`src/source/spmv_pkg.sv`:
```
package spmv_pkg;

  // ########################################
  // widths and sizes
  // ########################################

  localparam int DATA_WIDTH    = 16;   // signed matrix values and weights
  localparam int COL_IDX_WIDTH = 8;
  localparam int WEIGHT_DEPTH  = 256;  // one weight per column index
  localparam int ROW_LEN_WIDTH = 8;    // a row holds 0 to 255 entries
  localparam int ACC_WIDTH     = 40;   // 255 full scale products fit without overflow
  localparam int RESULT_WIDTH  = 32;   // row sums beyond this range saturate
  localparam int ROW_IDX_WIDTH = 10;
  localparam int PAYLOAD_WIDTH = 24;

  // cycles from the edge that samples the last word of a row to row_valid_o
  localparam int LATENCY       = 5;

  // ########################################
  // stream word layouts
  // ########################################

  // a header word only gives the number of entries that follow
  typedef struct packed {
    logic [ROW_LEN_WIDTH-1:0]               row_len;
    logic [PAYLOAD_WIDTH-ROW_LEN_WIDTH-1:0] unused;
  } row_header_t;

  typedef struct packed {
    logic        [COL_IDX_WIDTH-1:0] col_idx;  // selects the weight
    logic signed [DATA_WIDTH-1:0]    value;
  } row_entry_t;

  // the header bit next to the payload picks the view
  typedef union packed {
    row_header_t header;
    row_entry_t  entry;
  } stream_payload_t;

endpackage
```
`src/source/spmv_top.sv`:
```
`timescale 1ns/10ps

module spmv_top (
  input  logic                                     clk,
  input  logic                                     rst_n,
  input  logic                                     wr_en_i,
  input  logic [spmv_pkg::COL_IDX_WIDTH-1:0]       wr_addr_i,
  input  logic [spmv_pkg::DATA_WIDTH-1:0]          wr_data_i,
  input  logic [spmv_pkg::ROW_IDX_WIDTH-1:0]       num_rows_i,
  input  logic                                     word_valid_i,
  input  logic                                     word_is_header_i,
  input  spmv_pkg::stream_payload_t                word_payload_i,
  output logic                                     row_valid_o,
  output logic signed [spmv_pkg::RESULT_WIDTH-1:0] row_result_o,
  output logic [spmv_pkg::ROW_IDX_WIDTH-1:0]       row_idx_o,
  output logic                                     matrix_done_o,
  output logic                                     stream_error_o
);
  import spmv_pkg::*;

  // decode to memory and execute
  logic                         rd_en;
  logic [COL_IDX_WIDTH-1:0]     rd_addr;
  logic [DATA_WIDTH-1:0]        rd_data;
  logic                         ent_valid;
  logic signed [DATA_WIDTH-1:0] ent_value;
  logic                         ent_first;
  logic                         ent_last;

  // execute to result
  logic                         sum_valid;
  logic signed [ACC_WIDTH-1:0]  sum_value;

  // ########################################
  // pipeline
  // ########################################

  csr_decoder u_decoder (
    .clk              (clk),
    .rst_n            (rst_n),
    .word_valid_i     (word_valid_i),
    .word_is_header_i (word_is_header_i),
    .word_payload_i   (word_payload_i),
    .rd_en_o          (rd_en),
    .rd_addr_o        (rd_addr),
    .ent_valid_o      (ent_valid),
    .ent_value_o      (ent_value),
    .ent_first_o      (ent_first),
    .ent_last_o       (ent_last),
    .stream_error_o   (stream_error_o)
  );

  weight_ram u_weights (
    .clk       (clk),
    .wr_en_i   (wr_en_i),
    .wr_addr_i (wr_addr_i),
    .wr_data_i (wr_data_i),
    .rd_en_i   (rd_en),
    .rd_addr_i (rd_addr),
    .rd_data_o (rd_data)
  );

  sparse_pe u_pe (
    .clk         (clk),
    .rst_n       (rst_n),
    .ent_valid_i (ent_valid),
    .ent_value_i (ent_value),
    .ent_first_i (ent_first),
    .ent_last_i  (ent_last),
    .weight_i    (rd_data),      // arrives with the delayed entry
    .sum_valid_o (sum_valid),
    .sum_value_o (sum_value)
  );

  row_result_stage u_result (
    .clk           (clk),
    .rst_n         (rst_n),
    .sum_valid_i   (sum_valid),
    .sum_value_i   (sum_value),
    .num_rows_i    (num_rows_i),
    .row_valid_o   (row_valid_o),
    .row_result_o  (row_result_o),
    .row_idx_o     (row_idx_o),
    .matrix_done_o (matrix_done_o)
  );

endmodule

```
`src/source/row_result_stage.sv`:
```
`timescale 1ns/10ps

module row_result_stage (
  input  logic                                     clk,
  input  logic                                     rst_n,
  input  logic                                     sum_valid_i,
  input  logic signed [spmv_pkg::ACC_WIDTH-1:0]    sum_value_i,
  input  logic [spmv_pkg::ROW_IDX_WIDTH-1:0]       num_rows_i,
  output logic                                     row_valid_o,
  output logic signed [spmv_pkg::RESULT_WIDTH-1:0] row_result_o,
  output logic [spmv_pkg::ROW_IDX_WIDTH-1:0]       row_idx_o,
  output logic                                     matrix_done_o
);
  import spmv_pkg::*;

  logic [ACC_WIDTH-RESULT_WIDTH:0]    top_bits;
  logic                               fits;
  logic signed [RESULT_WIDTH-1:0]     sat_value;
  logic [ROW_IDX_WIDTH-1:0]           row_cnt_q;      // number of the next row
  logic [ROW_IDX_WIDTH-1:0]           last_row_idx;
  logic                               is_last;

  // ########################################
  // saturation
  // ########################################

  // the sum fits when every bit above the result sign matches that sign
  assign top_bits = sum_value_i[ACC_WIDTH-1:RESULT_WIDTH-1];
  assign fits     = (&top_bits) || !(|top_bits);

  always_comb begin
    if (fits) begin
      sat_value = sum_value_i[RESULT_WIDTH-1:0];
    end else if (sum_value_i[ACC_WIDTH-1]) begin
      sat_value = {1'b1, {(RESULT_WIDTH-1){1'b0}}};  // most negative
    end else begin
      sat_value = {1'b0, {(RESULT_WIDTH-1){1'b1}}};  // most positive
    end
  end

  // ########################################
  // row numbering
  // ########################################

  assign last_row_idx = num_rows_i - 1'b1;
  assign is_last      = (row_cnt_q == last_row_idx);

  always_ff @(posedge clk or negedge rst_n) begin
    if (!rst_n) begin
      row_cnt_q     <= '0;
      row_valid_o   <= 1'b0;
      matrix_done_o <= 1'b0;
    end else begin
      row_valid_o   <= sum_valid_i;
      matrix_done_o <= sum_valid_i && is_last;
      if (sum_valid_i) begin
        // wrap so the next matrix numbers its rows from 0 again
        row_cnt_q <= is_last ? '0 : row_cnt_q + 1'b1;
      end
    end
  end

  always_ff @(posedge clk) begin
    if (sum_valid_i) begin
      row_result_o <= sat_value;
      row_idx_o    <= row_cnt_q;
    end
  end

endmodule

```
`src/source/sparse_pe.sv`:
```
`timescale 1ns/10ps

module sparse_pe (
  input  logic                                   clk,
  input  logic                                   rst_n,
  input  logic                                   ent_valid_i,
  input  logic signed [spmv_pkg::DATA_WIDTH-1:0] ent_value_i,
  input  logic                                   ent_first_i,
  input  logic                                   ent_last_i,
  input  logic signed [spmv_pkg::DATA_WIDTH-1:0] weight_i,
  output logic                                   sum_valid_o,
  output logic signed [spmv_pkg::ACC_WIDTH-1:0]  sum_value_o
);
  import spmv_pkg::*;

  // stage a, entry lined up with the weight read
  logic                           a_valid_q;
  logic                           a_first_q;
  logic                           a_last_q;
  logic signed [DATA_WIDTH-1:0]   a_value_q;

  // stage b, registered product
  logic signed [2*DATA_WIDTH-1:0] mult;
  logic                           b_valid_q;
  logic                           b_first_q;
  logic                           b_last_q;
  logic signed [2*DATA_WIDTH-1:0] b_product_q;

  // stage c, per row accumulation
  logic signed [ACC_WIDTH-1:0]    product_ext;
  logic signed [ACC_WIDTH-1:0]    acc_q;

  // ########################################
  // align with memory data
  // ########################################

  always_ff @(posedge clk or negedge rst_n) begin
    if (!rst_n) begin
      a_valid_q <= 1'b0;
      a_first_q <= 1'b0;
      a_last_q  <= 1'b0;
    end else begin
      a_valid_q <= ent_valid_i;
      a_first_q <= ent_first_i;
      a_last_q  <= ent_last_i;
    end
  end

  always_ff @(posedge clk) begin
    a_value_q <= ent_value_i;
  end

  // ########################################
  // multiply
  // ########################################

  // a zero value skips the weight, the read was never issued for empty rows
  assign mult = (a_value_q == '0) ? (2*DATA_WIDTH)'(0) : a_value_q * weight_i;

  always_ff @(posedge clk or negedge rst_n) begin
    if (!rst_n) begin
      b_valid_q <= 1'b0;
      b_first_q <= 1'b0;
      b_last_q  <= 1'b0;
    end else begin
      b_valid_q <= a_valid_q;
      b_first_q <= a_first_q;
      b_last_q  <= a_last_q;
    end
  end

  always_ff @(posedge clk) begin
    if (a_valid_q) begin
      b_product_q <= mult;
    end
  end

  // ########################################
  // accumulate
  // ########################################

  assign product_ext = b_product_q;  // sign extension to the accumulator width

  // flags travel with each product, so the next row can start right
  // behind the last entry of the previous one
  always_ff @(posedge clk or negedge rst_n) begin
    if (!rst_n) begin
      acc_q       <= '0;
      sum_valid_o <= 1'b0;
    end else begin
      sum_valid_o <= b_valid_q && b_last_q;
      if (b_valid_q) begin
        acc_q <= b_first_q ? product_ext : acc_q + product_ext;
      end
    end
  end

  assign sum_value_o = acc_q;  // final row sum on the cycle of sum_valid_o

endmodule

```
`src/source/weight_ram.sv`:
```
`timescale 1ns/10ps

module weight_ram (
  input  logic                               clk,
  input  logic                               wr_en_i,
  input  logic [spmv_pkg::COL_IDX_WIDTH-1:0] wr_addr_i,
  input  logic [spmv_pkg::DATA_WIDTH-1:0]    wr_data_i,
  input  logic                               rd_en_i,
  input  logic [spmv_pkg::COL_IDX_WIDTH-1:0] rd_addr_i,
  output logic [spmv_pkg::DATA_WIDTH-1:0]    rd_data_o
);
  import spmv_pkg::*;

  // ########################################
  // dense vector storage
  // ########################################

  // one word per column, indexed directly by the column index
  logic [DATA_WIDTH-1:0] mem [WEIGHT_DEPTH];

  // the vector is loaded from outside before the stream starts
  always_ff @(posedge clk) begin
    if (wr_en_i) begin
      mem[wr_addr_i] <= wr_data_i;
    end
  end

  // ########################################
  // read port
  // ########################################

  // registered read, data shows up the cycle after rd_en_i
  always_ff @(posedge clk) begin
    if (rd_en_i) begin
      rd_data_o <= mem[rd_addr_i];  // holds the last word while idle
    end
  end

  // a write and a read on the same address in one cycle return the old word,
  // which cannot happen in normal use since loading ends before the stream

endmodule

```
`src/source/csr_decoder.sv`:
```
`timescale 1ns/10ps

module csr_decoder (
  input  logic                                   clk,
  input  logic                                   rst_n,
  input  logic                                   word_valid_i,
  input  logic                                   word_is_header_i,
  input  spmv_pkg::stream_payload_t              word_payload_i,
  output logic                                   rd_en_o,
  output logic [spmv_pkg::COL_IDX_WIDTH-1:0]     rd_addr_o,
  output logic                                   ent_valid_o,
  output logic signed [spmv_pkg::DATA_WIDTH-1:0] ent_value_o,
  output logic                                   ent_first_o,
  output logic                                   ent_last_o,
  output logic                                   stream_error_o
);
  import spmv_pkg::*;

  logic                     word_valid_q;
  logic                     word_is_header_q;
  stream_payload_t          word_payload_q;

  logic [ROW_LEN_WIDTH-1:0] remain_q;         // entries still expected in the open row
  logic                     first_pending_q;  // next entry opens the accumulation
  logic                     row_open;
  logic                     hdr_word;
  logic                     ent_word;
  logic                     bad_word;

  // ########################################
  // stream sampling
  // ########################################

  always_ff @(posedge clk or negedge rst_n) begin
    if (!rst_n) begin
      word_valid_q <= 1'b0;
    end else begin
      word_valid_q <= word_valid_i;
    end
  end

  always_ff @(posedge clk) begin
    word_is_header_q <= word_is_header_i;
    word_payload_q   <= word_payload_i;
  end

  // ########################################
  // decode
  // ########################################

  assign row_open = (remain_q != '0);
  assign hdr_word = word_valid_q && word_is_header_q;
  assign ent_word = word_valid_q && !word_is_header_q;

  // a header inside a row or an entry outside one is dropped
  assign bad_word = (hdr_word && row_open) || (ent_word && !row_open);

  always_ff @(posedge clk or negedge rst_n) begin
    if (!rst_n) begin
      remain_q        <= '0;
      first_pending_q <= 1'b0;
      rd_en_o         <= 1'b0;
      ent_valid_o     <= 1'b0;
      ent_first_o     <= 1'b0;
      ent_last_o      <= 1'b0;
      stream_error_o  <= 1'b0;
    end else begin
      rd_en_o     <= 1'b0;
      ent_valid_o <= 1'b0;
      ent_first_o <= 1'b0;
      ent_last_o  <= 1'b0;
      if (bad_word) begin
        stream_error_o <= 1'b1;  // sticky until reset
      end else if (hdr_word) begin
        if (word_payload_q.header.row_len == '0) begin
          // empty row still needs a result, send a zero entry that needs no weight
          ent_valid_o <= 1'b1;
          ent_first_o <= 1'b1;
          ent_last_o  <= 1'b1;
        end else begin
          remain_q        <= word_payload_q.header.row_len;
          first_pending_q <= 1'b1;
        end
      end else if (ent_word) begin
        ent_valid_o     <= 1'b1;
        rd_en_o         <= 1'b1;
        ent_first_o     <= first_pending_q;
        ent_last_o      <= (remain_q == ROW_LEN_WIDTH'(1));
        remain_q        <= remain_q - 1'b1;
        first_pending_q <= 1'b0;
      end
    end
  end

  always_ff @(posedge clk) begin
    if (hdr_word) begin
      ent_value_o <= '0;  // pseudo entry of an empty row
    end else if (ent_word) begin
      ent_value_o <= word_payload_q.entry.value;
      rd_addr_o   <= word_payload_q.entry.col_idx;
    end
  end

endmodule

```
`config.mk`:
```
export PLATFORM = sky130hd
export DESIGN_NAME = spmv_top
export DESIGN_NICKNAME = d
export VERILOG_FILES = /design/src/source/spmv_pkg.sv /design/src/source/spmv_top.sv /design/src/source/row_result_stage.sv /design/src/source/sparse_pe.sv /design/src/source/weight_ram.sv /design/src/source/csr_decoder.sv
export SDC_FILE = /design/constraint.sdc
export NUM_CORES = 2
export LEC_CHECK = 0
export BUFFER_PORTS_ARGS = -buffer_cell sky130_fd_sc_hd__buf_2
export CORE_UTILIZATION = 44
export CTS_CLUSTER_SIZE = 20
export DETAILED_ROUTE_END_ITERATION = 10
export HOLD_SLACK_MARGIN = 0.02
export PLACE_DENSITY = 0.67
export SLEW_MARGIN = 20
export SYNTH_ARGS = -nofsm -noshare
export SYNTH_HDL_FRONTEND = slang
export SYNTH_SLANG_ARGS = --single-unit
```
`constraint.sdc`:
```
create_clock -name clk -period 11.8 [get_ports clk]
set_input_delay 2.36 -clock clk [delete_from_list [all_inputs] [get_ports clk]]
set_output_delay 2.36 -clock clk [all_outputs]
set_load 0.01 [all_outputs]
```
==> results.tsv <==
stage	metric	value	unit
clock_network	cts.path.max_buffers	4	
global_routing	grt.overflow.total	0	
drt	avgRoutedWirePerCell	29.2	um
place	port_buffers	107	
logic_synthesis	syn_inst	8118	
setup_path	cp-end-kind	register	
timing	worst_slew_pin_slew	1.15	ns
timing	maxSlewHeadroom	0.236	
logic_synthesis	avgSynthCellArea	21.7	um^2
final_layout	final_common_cell	edfxtp_1	
final_layout	area_delta_synth_final	12.7	%
drt	via_per_inst	5.87	
logic_synthesis	ys.flop_type	edfxtp_1	
timing	fin_skew	0.0856	ns
clock_network	postCtsSetupBuffers	0	
global_routing	use_met2	0.332	
floorplanning	die_h	635	um
global_routing	grt_pass1_vias	85500	
logic_synthesis	synth_edf_count	4194	
setup_path	cp_max_fo	17	
drt	remaining_drc_errors	0	
setup_path	r2r_setup_slack	4.50	ns
timing	max_freq	137	MHz
clock_network	cts.clk_slew.worst_paths	0.06	ns
worst_hold_path	worstHoldPathType	reg -> reg	
setup_path	rr_worst_depth	23	
power	max-vdd-ir-drop	0.285	mV
drt	vias	83500	
logic_synthesis	ys_ff_latch	4325	
global_routing	grt_util_met3	0.0376	
logic_synthesis	ys_types	63	
setup_path	crit_type	reg -> reg	
timing	hold_violations	0	
clock_network	cts_buffers	428	
clock_network	clock_sinks	4325	
final_layout	nets	9046	
global_routing	grt-busiest-layer	met2	
final_layout	utilization	0.498	
drt	drtAntennaViolNets	0	
place	gp_congestion	0.820	
timing	finalCriticalPeriod	7.30	ns
worst_hold_path	min-delay-start	u_decoder.ent_value_o[4]	
final_layout	layout_common_cells	edfxtp_1 (4194), mux4_2 (1360), clkbuf_16 (434)	
timing	report.final.slew_viol_count	0	
power	power.density	189	nW/um^2
final_layout	final_cells	14200	
drt	drt_wl_total	416	mm
floorplanning	die-width	635	um
place	place_area	185000	um^2
power	leakagePower	0.0643	uW
clock_network	cts_resized	0	
setup_path	reg2reg_from	u_pe.a_value_q[8]	
power	total_power	37600	uW
logic_synthesis	ys_async_sr_fraction	0.0171	
global_routing	antenna_found_initial	25	
floorplanning	start_util	0.442	
floorplanning	design.die.area	403000	um^2
global_routing	grtUsageTotal	0.204	
clock_network	cts-htree-levels	5	
status	status	finished clean	
floorplanning	core	399000	um^2
clock_network	cts_tree	yes	
clock_network	clk_latency	0.99	ns
drt	first_pass_iters	6	
final_layout	drive_gt1_frac	0.274	
logic_synthesis	ys_warn_count	0	
place	numPlacedInstances	13400	
drt	drt_iter0_markers	9203	
setup_path	cp.required	12.48	ns
setup_path	cp-start-kind	register	
logic_synthesis	synth_nets	8569	
timing	setup_viol	0	
setup_path	reg2reg_to	u_pe.b_product_q[30]	
setup_path	arrival	7.98	ns
place	hpwl	246	mm
global_routing	grt_max_degree	162	
worst_hold_path	holdPathStages	0	
final_layout	fin_area	199000	um^2
clock_network	cts-root-buf	clkbuf_16	
timing	fin_tns_setup	0	ns
flow_run	cap_violations	0	
floorplanning	core.rowCount	232	
timing	fin_crit_sh	0.619	
clock_network	cts_hold_buf	0	
timing	rsz0062_at_grt	false	
global_routing	grt_use_met1	0.283	
worst_hold_path	hold_end	u_pe.a_value_q[4]	
logic_synthesis	seq_area_frac_synth	0.731	
logic_synthesis	syn_area	176000	um^2
floorplanning	ioPinCount	108	
global_routing	grt_pass1_wl	603	mm
## worst max path at each step
stage / from / end / cells after the start
after floorplan: u_weights.rd_data_o[4] / u_pe.b_product_q[28] / 24
after global placement: u_pe.a_value_q[8] / u_pe.b_product_q[28] / 23
after detailed placement: u_pe.a_value_q[9] / u_pe.b_product_q[30] / 22
after CTS: u_pe.a_value_q[8] / u_pe.b_product_q[30] / 23
after global routing: u_pe.a_value_q[9] / u_pe.b_product_q[30] / 22
final: u_pe.a_value_q[8] / u_pe.b_product_q[30] / 23
## Yosys cell counts, types with 13 or more instances
library cell	count	area, um^2
edfxtp_1	4194	126000
mux4_2	1360	30600
nor2_1	387	1450
inv_1	320	1200
clkbuf_1	278	1040
fa_1	263	5270
nand2_1	179	672
and2_1	128	801
ha_1	125	1560
a21oi_1	99	495
buf_1	79	297
dfrtp_1	74	1850
buf_2	62	310
a21o_1	61	458
dfxtp_1	57	1140
o21ai_0	56	280
xnor2_1	56	490
nand3_1	40	200
nor2b_1	39	244
xor2_1	25	219
nand4_1	24	150
nand2b_1	18	113
nor3_1	18	90.1
a31o_2	17	149
o21a_1	15	113
and3_1	13	81.3
o21bai_1	13	97.6
## state kept, by name (all words and copies together) (netlist names), 8 cells and up
signal and count:
u_decoder.ent_value_o 16, u_decoder.rd_addr_o 8, u_decoder.remain_q 8, u_decoder.word_payload_q 24
u_pe.a_value_q 16, u_pe.b_product_q 32, u_pe.sum_value_o 40, u_result.row_cnt_q 10
u_result.row_idx_o 10, u_result.row_result_o 32, u_weights.mem 4096, u_weights.rd_data_o 16
## critical path: stages (launching register included)
cell	delay [ns]
dfxtp_1	0.96
and2_1	0.26
fa_1	0.43
inv_1	0.09
fa_1	0.44
fa_1	0.51
inv_1	0.05
fa_1	0.49
fa_1	0.49
inv_1	0.05
fa_1	0.49
inv_1	0.05
ha_1	0.33
a21o_1	0.20
a21o_1	0.17
a21oi_1	0.19
nand3b_1	0.10
o21ai_0	0.59
o211ai_1	0.27
a31oi_1	0.29
o21ai_0	0.14
o21bai_1	0.17
xor2_1	0.19
nor2_1	0.05
## layer usage
metal	up-vias	wire [um]
met5	-	106
met1	45200	167000
li1	34200	-
met4	16	12600
met3	583	33000
met2	3491	203000
## stage by stage
| stage | hold WS [ns] | worst slack [ns] |
|---|---|---|
| 2_1_floorplan | 0.324 | 5.63 |
| 3_3_place_gp | 0.339 | 4.53 |
| 3_5_place_dp | 0.329 | 4.60 |
| 4_1_cts | 0.343 | 4.55 |
| 5_1_grt | 0.352 | 4.07 |
| 6_report | 0.343 | 4.50 |
## report_power, final
group	internal, uW	total (uW)	switching (uW)
logic	2830	6670	3840
clock network	7670	13400	5750
registers	17200	17500	237
total	27700	37600	9830
## final cells by class
class / count / area (um^2)
Clock buffer: 525 / 11200
Tap cell: 5265 / 6590
Clock inverter: 262 / 2600
Fill cell: 31000 / 200000
Timing Repair Buffer: 468 / 3640
Antenna cell: 12 / 30.0
Inverter: 321 / 1200
Multi-Input combinational cell: 3051 / 44500
Sequential cell: 4325 / 129000
## kinds of logic (layout without fill, tap and decap cells)
logic type | Yosys count | in the layout | share of synthesized area
other | 0 | 12 | 0
muxes | 1371 | 1371 | 0.174
DFF | 4325 | 4325 | 0.731
xor gates and xnor gates | 81 | 81 | 0.00402
buffers and inverters | 742 | 1576 | 0.0163
AOI/OAI and AO/OA | 332 | 332 | 0.0123
and+or+nand+nor | 879 | 879 | 0.0229
adders and majority gates | 388 | 388 | 0.0387
No activity file was read; power rests on OpenSTA's default activity.
